===== src/hdl/cl_glue_pkg.sv =====
//------------------------------------------------------------
// Shared types and constants for the custom-logic glue block
// Imported by the status stages, the statistics pipes and the
// top level
//------------------------------------------------------------

package cl_glue_pkg;

   localparam int NUM_SCRB_CH      = 4;
   localparam int NUM_STAT_CH      = 3;
   localparam int STAT_STAGES_DFLT = 4;

   // Scrubber channel, also used as the debug memory-select code
   typedef enum logic [2:0]
   {
      CH_A = 3'd0,
      CH_B = 3'd1,
      CH_D = 3'd2,
      CH_C = 3'd3
   } scrb_ch_e;

   // Decoded shell control word
   typedef struct packed
   {
      logic [NUM_SCRB_CH-1:0] scrb_en;
      logic                   dbg_en;
      scrb_ch_e               dbg_sel;
   } ctl_t;

   typedef struct packed
   {
      logic [2:0]  state;
      logic        done;
      logic [63:0] addr;
   } scrb_stat_t;

   // DDR statistics port, request and acknowledge halves
   typedef struct packed
   {
      logic        wr;
      logic        rd;
      logic [7:0]  addr;
      logic [31:0] wdata;
   } stat_req_t;

   typedef struct packed
   {
      logic        ack;
      logic [7:0]  intr;
      logic [31:0] rdata;
   } stat_ack_t;

   localparam logic [31:0] ID0_WORD   = 32'h1d50_6789;
   localparam logic [31:0] ID1_WORD   = 32'h1d51_fedc;
   localparam logic [31:0] CL_VERSION = 32'hee_ee_ee_00;
   localparam logic [19:0] STATUS_TAG = 20'ha111_1;

endpackage


===== src/hdl/shell_in_stage.sv =====
//------------------------------------------------------------
// Input capture stage of the status path
// Registers the shell control word in decoded form, plus the
// shell DDR-ready level and the FLR request
//------------------------------------------------------------

`timescale 1ns/1ps

module shell_in_stage
(
   input  logic                clk,
   input  logic                sync_rst_n,
   input  logic [31:0]         sh_cl_ctl0,
   input  logic                sh_cl_ddr_is_ready,
   input  logic                sh_cl_flr_assert,
   output cl_glue_pkg::ctl_t   ctl,
   output logic                ddr_is_ready_q,
   output logic                flr_assert_q
);

   import cl_glue_pkg::*;

   ctl_t ctl_d;

   // Control word layout
   //   31    debug enable for the ID words
   //   30:28 debug scrubber select
   //   3:0   scrubber enables, A B D C from bit 0 up
   always_comb
   begin
      ctl_d.scrb_en = sh_cl_ctl0[NUM_SCRB_CH-1:0];
      ctl_d.dbg_en  = sh_cl_ctl0[31];
      ctl_d.dbg_sel = scrb_ch_e'(sh_cl_ctl0[30:28]);
   end

   always_ff @(posedge clk or negedge sync_rst_n)
   begin
      if (!sync_rst_n)
      begin
         ctl            <= '0;
         ddr_is_ready_q <= 1'b0;
         flr_assert_q   <= 1'b0;
      end
      else
      begin
         ctl            <= ctl_d;
         ddr_is_ready_q <= sh_cl_ddr_is_ready;
         flr_assert_q   <= sh_cl_flr_assert;
      end
   end

endmodule


===== src/hdl/status_out_stage.sv =====
//------------------------------------------------------------
// Output build stage of the status path
// Formats the status and ID words in normal or debug layout
// and generates the self-clearing FLR acknowledge
//------------------------------------------------------------

`timescale 1ns/1ps

module status_out_stage
(
   input  logic                     clk,
   input  logic                     sync_rst_n,
   input  cl_glue_pkg::ctl_t        ctl,
   input  logic                     ddr_is_ready_q,
   input  logic [2:0]               lcl_ddr_is_ready,
   input  logic                     flr_assert_q,
   input  cl_glue_pkg::scrb_stat_t [cl_glue_pkg::NUM_SCRB_CH-1:0] scrb,
   output logic [31:0]              cl_sh_status0,
   output logic [31:0]              cl_sh_id0,
   output logic [31:0]              cl_sh_id1,
   output logic                     cl_sh_flr_done
);

   import cl_glue_pkg::*;

   logic [3:0]  ready_vec;
   logic [3:0]  done_vec;
   logic [63:0] sel_addr;
   logic [31:0] status_d;

   // Shell-side DDR sits at position 2, the local controllers around it
   assign ready_vec = {lcl_ddr_is_ready[2], ddr_is_ready_q, lcl_ddr_is_ready[1:0]};
   assign done_vec  = {scrb[CH_C].done, scrb[CH_D].done, scrb[CH_B].done, scrb[CH_A].done};

   // Unnamed select codes fall back to channel A
   always_comb
   begin
      case (ctl.dbg_sel)
         CH_B:    sel_addr = scrb[CH_B].addr;
         CH_D:    sel_addr = scrb[CH_D].addr;
         CH_C:    sel_addr = scrb[CH_C].addr;
         default: sel_addr = scrb[CH_A].addr;
      endcase
   end

   always_comb
   begin
      if (ctl.dbg_en)
         status_d = {1'b0, scrb[CH_C].state,
                     1'b0, scrb[CH_D].state,
                     1'b0, scrb[CH_B].state,
                     1'b0, scrb[CH_A].state,
                     4'h0, 4'hf, done_vec, ready_vec};
      else
         status_d = {STATUS_TAG, 4'hf, done_vec, ready_vec};
   end

   //------------------------------------------------------------
   // Output registers
   //------------------------------------------------------------
   always_ff @(posedge clk or negedge sync_rst_n)
   begin
      if (!sync_rst_n)
      begin
         cl_sh_status0  <= '0;
         cl_sh_id0      <= '0;
         cl_sh_id1      <= '0;
         cl_sh_flr_done <= 1'b0;
      end
      else
      begin
         cl_sh_status0  <= status_d;
         cl_sh_id0      <= ctl.dbg_en ? sel_addr[31:0]  : ID0_WORD;
         cl_sh_id1      <= ctl.dbg_en ? sel_addr[63:32] : ID1_WORD;
         // Pulses every other cycle while the request is held
         cl_sh_flr_done <= flr_assert_q & ~cl_sh_flr_done;
      end
   end

endmodule


===== src/hdl/stat_pipe.sv =====
//------------------------------------------------------------
// Register pipe for one DDR statistics channel
// Requests shift toward the DDR port, acknowledges shift back
// toward the shell, STAGES cycles each way
//------------------------------------------------------------

`timescale 1ns/1ps

module stat_pipe
#(
   parameter int STAGES = cl_glue_pkg::STAT_STAGES_DFLT
)
(
   input  logic                    clk,
   input  logic                    sync_rst_n,
   input  cl_glue_pkg::stat_req_t  sh_stat_req,
   input  cl_glue_pkg::stat_ack_t  ddr_stat_ack,
   output cl_glue_pkg::stat_req_t  ddr_stat_req,
   output cl_glue_pkg::stat_ack_t  sh_stat_ack
);

   import cl_glue_pkg::*;

   stat_req_t req_q [STAGES];
   stat_ack_t ack_q [STAGES];

   // No stall, every stage moves on each clock
   always_ff @(posedge clk or negedge sync_rst_n)
   begin
      if (!sync_rst_n)
      begin
         for (int i = 0; i < STAGES; i++)
         begin
            req_q[i] <= '0;
            ack_q[i] <= '0;
         end
      end
      else
      begin
         req_q[0] <= sh_stat_req;
         ack_q[0] <= ddr_stat_ack;
         for (int i = 1; i < STAGES; i++)
         begin
            req_q[i] <= req_q[i-1];
            ack_q[i] <= ack_q[i-1];
         end
      end
   end

   assign ddr_stat_req = req_q[STAGES-1];
   assign sh_stat_ack  = ack_q[STAGES-1];

endmodule


===== src/hdl/cl_glue_top.sv =====
//------------------------------------------------------------
// Custom-logic glue top level
// Status path of two register stages plus one statistics
// pipe per DDR statistics channel
//------------------------------------------------------------

`timescale 1ns/1ps

module cl_glue_top
#(
   parameter int STAT_STAGES = cl_glue_pkg::STAT_STAGES_DFLT
)
(
   input  logic        clk,
   input  logic        sync_rst_n,
   input  logic [31:0] sh_cl_ctl0,
   input  logic        sh_cl_ddr_is_ready,
   input  logic [2:0]  lcl_ddr_is_ready,
   input  logic        sh_cl_flr_assert,
   input  cl_glue_pkg::scrb_stat_t [cl_glue_pkg::NUM_SCRB_CH-1:0] scrb,
   input  cl_glue_pkg::stat_req_t  [cl_glue_pkg::NUM_STAT_CH-1:0] sh_stat_req,
   input  cl_glue_pkg::stat_ack_t  [cl_glue_pkg::NUM_STAT_CH-1:0] ddr_stat_ack,
   output logic [cl_glue_pkg::NUM_SCRB_CH-1:0] scrb_en,
   output logic        cl_sh_flr_done,
   output logic [31:0] cl_sh_status0,
   output logic [31:0] cl_sh_status1,
   output logic [31:0] cl_sh_id0,
   output logic [31:0] cl_sh_id1,
   output cl_glue_pkg::stat_req_t  [cl_glue_pkg::NUM_STAT_CH-1:0] ddr_stat_req,
   output cl_glue_pkg::stat_ack_t  [cl_glue_pkg::NUM_STAT_CH-1:0] sh_stat_ack
);

   import cl_glue_pkg::*;

   ctl_t ctl;
   logic ddr_is_ready_q;
   logic flr_assert_q;

   //------------------------------------------------------------
   // Status path
   //------------------------------------------------------------
   shell_in_stage in_stage_i
   (
      .clk                (clk),
      .sync_rst_n         (sync_rst_n),
      .sh_cl_ctl0         (sh_cl_ctl0),
      .sh_cl_ddr_is_ready (sh_cl_ddr_is_ready),
      .sh_cl_flr_assert   (sh_cl_flr_assert),
      .ctl                (ctl),
      .ddr_is_ready_q     (ddr_is_ready_q),
      .flr_assert_q       (flr_assert_q)
   );

   status_out_stage out_stage_i
   (
      .clk              (clk),
      .sync_rst_n       (sync_rst_n),
      .ctl              (ctl),
      .ddr_is_ready_q   (ddr_is_ready_q),
      .lcl_ddr_is_ready (lcl_ddr_is_ready),
      .flr_assert_q     (flr_assert_q),
      .scrb             (scrb),
      .cl_sh_status0    (cl_sh_status0),
      .cl_sh_id0        (cl_sh_id0),
      .cl_sh_id1        (cl_sh_id1),
      .cl_sh_flr_done   (cl_sh_flr_done)
   );

   // Scrubber enables leave straight from the capture register
   assign scrb_en       = ctl.scrb_en;
   assign cl_sh_status1 = CL_VERSION;

   //------------------------------------------------------------
   // Statistics pipes, one per channel
   //------------------------------------------------------------
   for (genvar i = 0; i < NUM_STAT_CH; i++)
   begin : g_stat
      stat_pipe #(.STAGES(STAT_STAGES)) stat_pipe_i
      (
         .clk          (clk),
         .sync_rst_n   (sync_rst_n),
         .sh_stat_req  (sh_stat_req[i]),
         .ddr_stat_ack (ddr_stat_ack[i]),
         .ddr_stat_req (ddr_stat_req[i]),
         .sh_stat_ack  (sh_stat_ack[i])
      );
   end

endmodule


===== config.mk =====
export PLATFORM = sky130hd
export DESIGN_NAME = cl_glue_top
export DESIGN_NICKNAME = d
export VERILOG_FILES = /design/src/hdl/cl_glue_pkg.sv /design/src/hdl/shell_in_stage.sv /design/src/hdl/status_out_stage.sv /design/src/hdl/stat_pipe.sv /design/src/hdl/cl_glue_top.sv
export SDC_FILE = /design/constraint.sdc
export NUM_CORES = 1
export LEC_CHECK = 0
export BUFFER_PORTS_ARGS = -buffer_cell sky130_fd_sc_hd__clkbuf_2
export CAP_MARGIN = 20
export CORE_AREA = 2 2 370 372
export DETAILED_ROUTE_END_ITERATION = 7
export DIE_AREA = 0 0 372 374
export SLEW_MARGIN = 40
export SYNTH_ARGS = -nofsm -noshare
export SYNTH_HDL_FRONTEND = slang
export SYNTH_SLANG_ARGS = --single-unit
export TNS_END_PERCENT = 30

===== constraint.sdc =====
create_clock -name clk -period 3.25 [get_ports clk]
set_input_delay 0 -clock clk [delete_from_list [all_inputs] [get_ports clk]]
set_output_delay 0 -clock clk [all_outputs]
set_load 0.01 [all_outputs]

==> summary.md <==
| Metric | Value |
|---|---|
| GRT Overall Usage | `0.1280` |
| Final WL | `89260 um` |
| Setup WS pre-CTS | `1.074 ns` |
| Crit path from | `in_stage_i.ctl[1]` |
| Total Nets Final | `3697` |
| Bufs on Longest Clock Path | `3` |
| Footprint of the multi-input gates | `2014 um^2` |
| Vias in the first global route | `20529` |
| Hold path start | `ddr_stat_ack[44]` |
| Initial Util | `0.2345` |
| Final worst slack | `0.2863 ns` |
| Chip Width | `372 um` |
| Final min period | `2.964 ns` |
| Slew margin rel. | `0.4700` |
| Synth area leader | `dfrtp_1` |
| CTS Buf Count | `104` |
| Clock skew | `0.02680 ns` |
| Worst Path Arrival | `3.54 ns` |
| RSZ-0062 raised after global routing | `false` |
| Count leader, synth | `dfrtp_1` |
| TritonCTS clock tree | `yes` |
| FF-to-FF Start | `in_stage_i.ctl[1]` |
| CP endpoint kind | `flip-flop` |
| Number of synthesized flops with an enable pin | `0` |
| Hold Crit Class | `in -> reg` |
| Distinct cells, synth | `22` |
| CORE AREA | `135000 um^2` |
| Warnings, synthesis | `0` |
| Most used flip-flop cell after synthesis | `dfrtp_1` |
| Tot Pwr | `29.00 mW` |
| Max-cap viol count | `0` |
| # resized after CTS | `0` |
| Worst Tran Pin Value | `0.7951 ns` |
| Crit path kind | `reg -> reg` |
| Clock transition time at the flip-flop clock pins of the worst setup and hold paths | `0.06 ns` |
| Synth Instances | `1699` |
| Most common library cells after synthesis | `dfrtp_1 (1093), buf_4 (295), mux2_1 (34)` |
| RD Place Congestion | `0.9437` |
| Final setup fails | `0` |
| Post-CTS Setup Repair Bufs | `0` |
| Clk root buf | `clkbuf_16` |
| CP required | `3.83 ns` |
| # clock sinks | `1093` |
| Top cells by area, synth | `dfrtp_1 (86%), buf_4 (7.0%), mux2_1 (1.2%)` |
| # port buffers | `879` |
| Fmax | `337.4 MHz` |
| Full die area | `139100 um^2` |
| First-pass GRT wire length | `131500 um` |
| Layout area overhead | `48.86%` |
| Final Slew Violations | `0` |
| Drt wl/cell | `17.76 um` |
| Register area | `27360 um^2` |
| Flop2flop setup slack | `0.29 ns` |
| Num rows | `135` |
| P_leak | `22.09 nW` |
| CP Max Fanout | `30` |
| Largest net degree at the start of global routing | `84` |
| Status | `finished, final reports clean` |
| Fill cells | `12603` |
| Cell area after synthesis | `31640 um^2` |
| Synth top area share | `0.8644` |
| Vias post-DR | `18399` |
| Post-DP HPWL | `59570 um` |
| Final hold violation count | `0` |
| Clock latency on the worst-skew pair | `0.69 ns` |
| Reg2reg path depth | `7` |
| VDD IR-drop max | `0.3993 mV` |
| Worst R2R End | `out_stage_i.cl_sh_id0[27]` |
| Placement Cell Area | `36520 um^2` |
| Post-route cell area | `47100 um^2` |
| Initial DRC count | `917` |
| TritonRoute pass-1 iters | `7` |
| H-tree depth | `3` |
| Layout cells sized above 1 | `0.3495` |
| Initial antenna violation count | `40` |
| PwrDens | `615.7 nW/um^2` |
| Vias per Instance | `3.661` |
| Worst Setup EP | `out_stage_i.cl_sh_id0[27]` |
| Number of I/O pins | `942` |
| WHS | `0.08121 ns` |
| Setup_tns | `0 ns` |
| CP Launch Type | `flip-flop` |
| Register area share after synthesis | `0.8644` |
| Period utilization | `0.9119` |
| Post-synth ARST share | `1.000` |
| Hold Buf Count CTS | `702` |
| #FFs+latches synth | `1093` |
| DR DRC count | `0` |
| GRT overflow | `0` |
| Die Span Y | `374 um` |
| Post-DRT Antenna Nets | `0` |
| Avg Inst Size Synth | `18.62 um^2` |
worst min-delay path by stage:
| stage | end | cells past startpoint |
|---|---|---|
| final | g_stat[1].stat_pipe_i.ack_q[126] | 2 |
| after global routing | g_stat[2].stat_pipe_i.ack_q[151] | 2 |
| after CTS | out_stage_i.cl_sh_id0[8] | 4 |
| after detailed placement | out_stage_i.cl_sh_id1[28] | 1 |
| after global placement | out_stage_i.cl_sh_status0[7] | 1 |
| after floorplan | g_stat[0].stat_pipe_i.ack_q[100] | 0 |
per-stage QoR:
step                      std cells  utilization
after global routing           5017       0.3489
final                          5025       0.3490
after detailed placement       4110       0.2706
after global placement         4109       0.2704
after CTS                      5003       0.3486
after floorplan                1736            -
where the power goes:
| part | total [mW] | internal (mW) | switching, mW |
|---|---|---|---|
| Combinational | 2.18 | 1.13 | 1.05 |
| Sequential | 14.6 | 14.3 | 0.243 |
| Clock | 12.3 | 7.06 | 5.20 |
area by class of cell:
type | instances | share of cell area
Sequential cell | 1093 | 0.5808
Timing Repair Buffer | 1623 | 0.2536
Clock buffer | 150 | 0.06426
Tap cell | 1781 | 0.04731
Multi-Input combinational cell | 314 | 0.04277
Clock inverter | 41 | 0.01001
Antenna cell | 22 | 0.001169
Inverter | 1 | 0.0001063
layout by cell type (no fill, tap or decap):
cell	count
dfrtp_1	1092
clkbuf_2	878
dlygate4sd3_1	702
clkbuf_16	105
conb_1	39
mux2_1	34
a22oi_1	33
a21oi_1	33
nand2_1	33
o22ai_1	31
o21ai_1	31
nor2_1	31
mux2_2	30
buf_4	27
clkbuf_8	23
diode_2	22
clkbuf_1	22
clkinv_2	19
buf_12	14
and2_1	8
clkinvlp_4	7
bufinv_16	7
nand2b_1	5
clkinv_8	2
inv_16	2
inv_6	2
clkinv_4	2
o21ba_2	1
or3b_1	1
o21bai_2	1
nor2b_2	1
nor3b_4	1
nor2b_1	1
inv_8	1
dfrtp_4	1
buf_8	1
buf_16	1
cell families (layout without fill, tap and decap cells):
family	count (synthesis)	after routing	synth area share
buffers and inverters	329	1815	0.07640
DFF	1093	1093	0.8644
other	2	61	0.0002373
and+or+nand+nor	81	81	0.01143
AOI/OAI and AO/OA	130	130	0.02475
muxes	64	64	0.02278
registers in the layout (all words and copies together) (netlist names):
name and flops:
out_stage_i.cl_sh_id0 32, g_stat.stat_pipe_i.ddr_stat_req 126, g_stat.stat_pipe_i.req_q 378, g_stat.stat_pipe_i.sh_stat_ack 123, in_stage_i.ddr_is_ready_q 1, out_stage_i.cl_sh_id1 32, g_stat.stat_pipe_i.ack_q 369, out_stage_i.cl_sh_flr_done 1
in_stage_i.flr_assert_q 1, out_stage_i.cl_sh_status0 22, in_stage_i.ctl 8
routing by layer:
metal	part of all wire	track usage	vias up	wire, um
li1	-	-	8035	-
met4	0.047	0.06490	24	4206
met2	0.51	0.2210	730	45500
met1	0.36	0.1398	9407	32240
met3	0.080	0.04114	203	7164
met5	0.0017	0	-	155
worst max-delay path, stage by stage, from the launching register on:
cell and delay (ns):
dfrtp_4 0.56, buf_4 0.44, o21bai_2 0.26, buf_12 0.24, a22oi_1 0.17, dlygate4sd3_1 0.57
nand2_1 0.05, dlygate4sd3_1 0.55
Note: power is estimated with default switching activity, not from simulation.
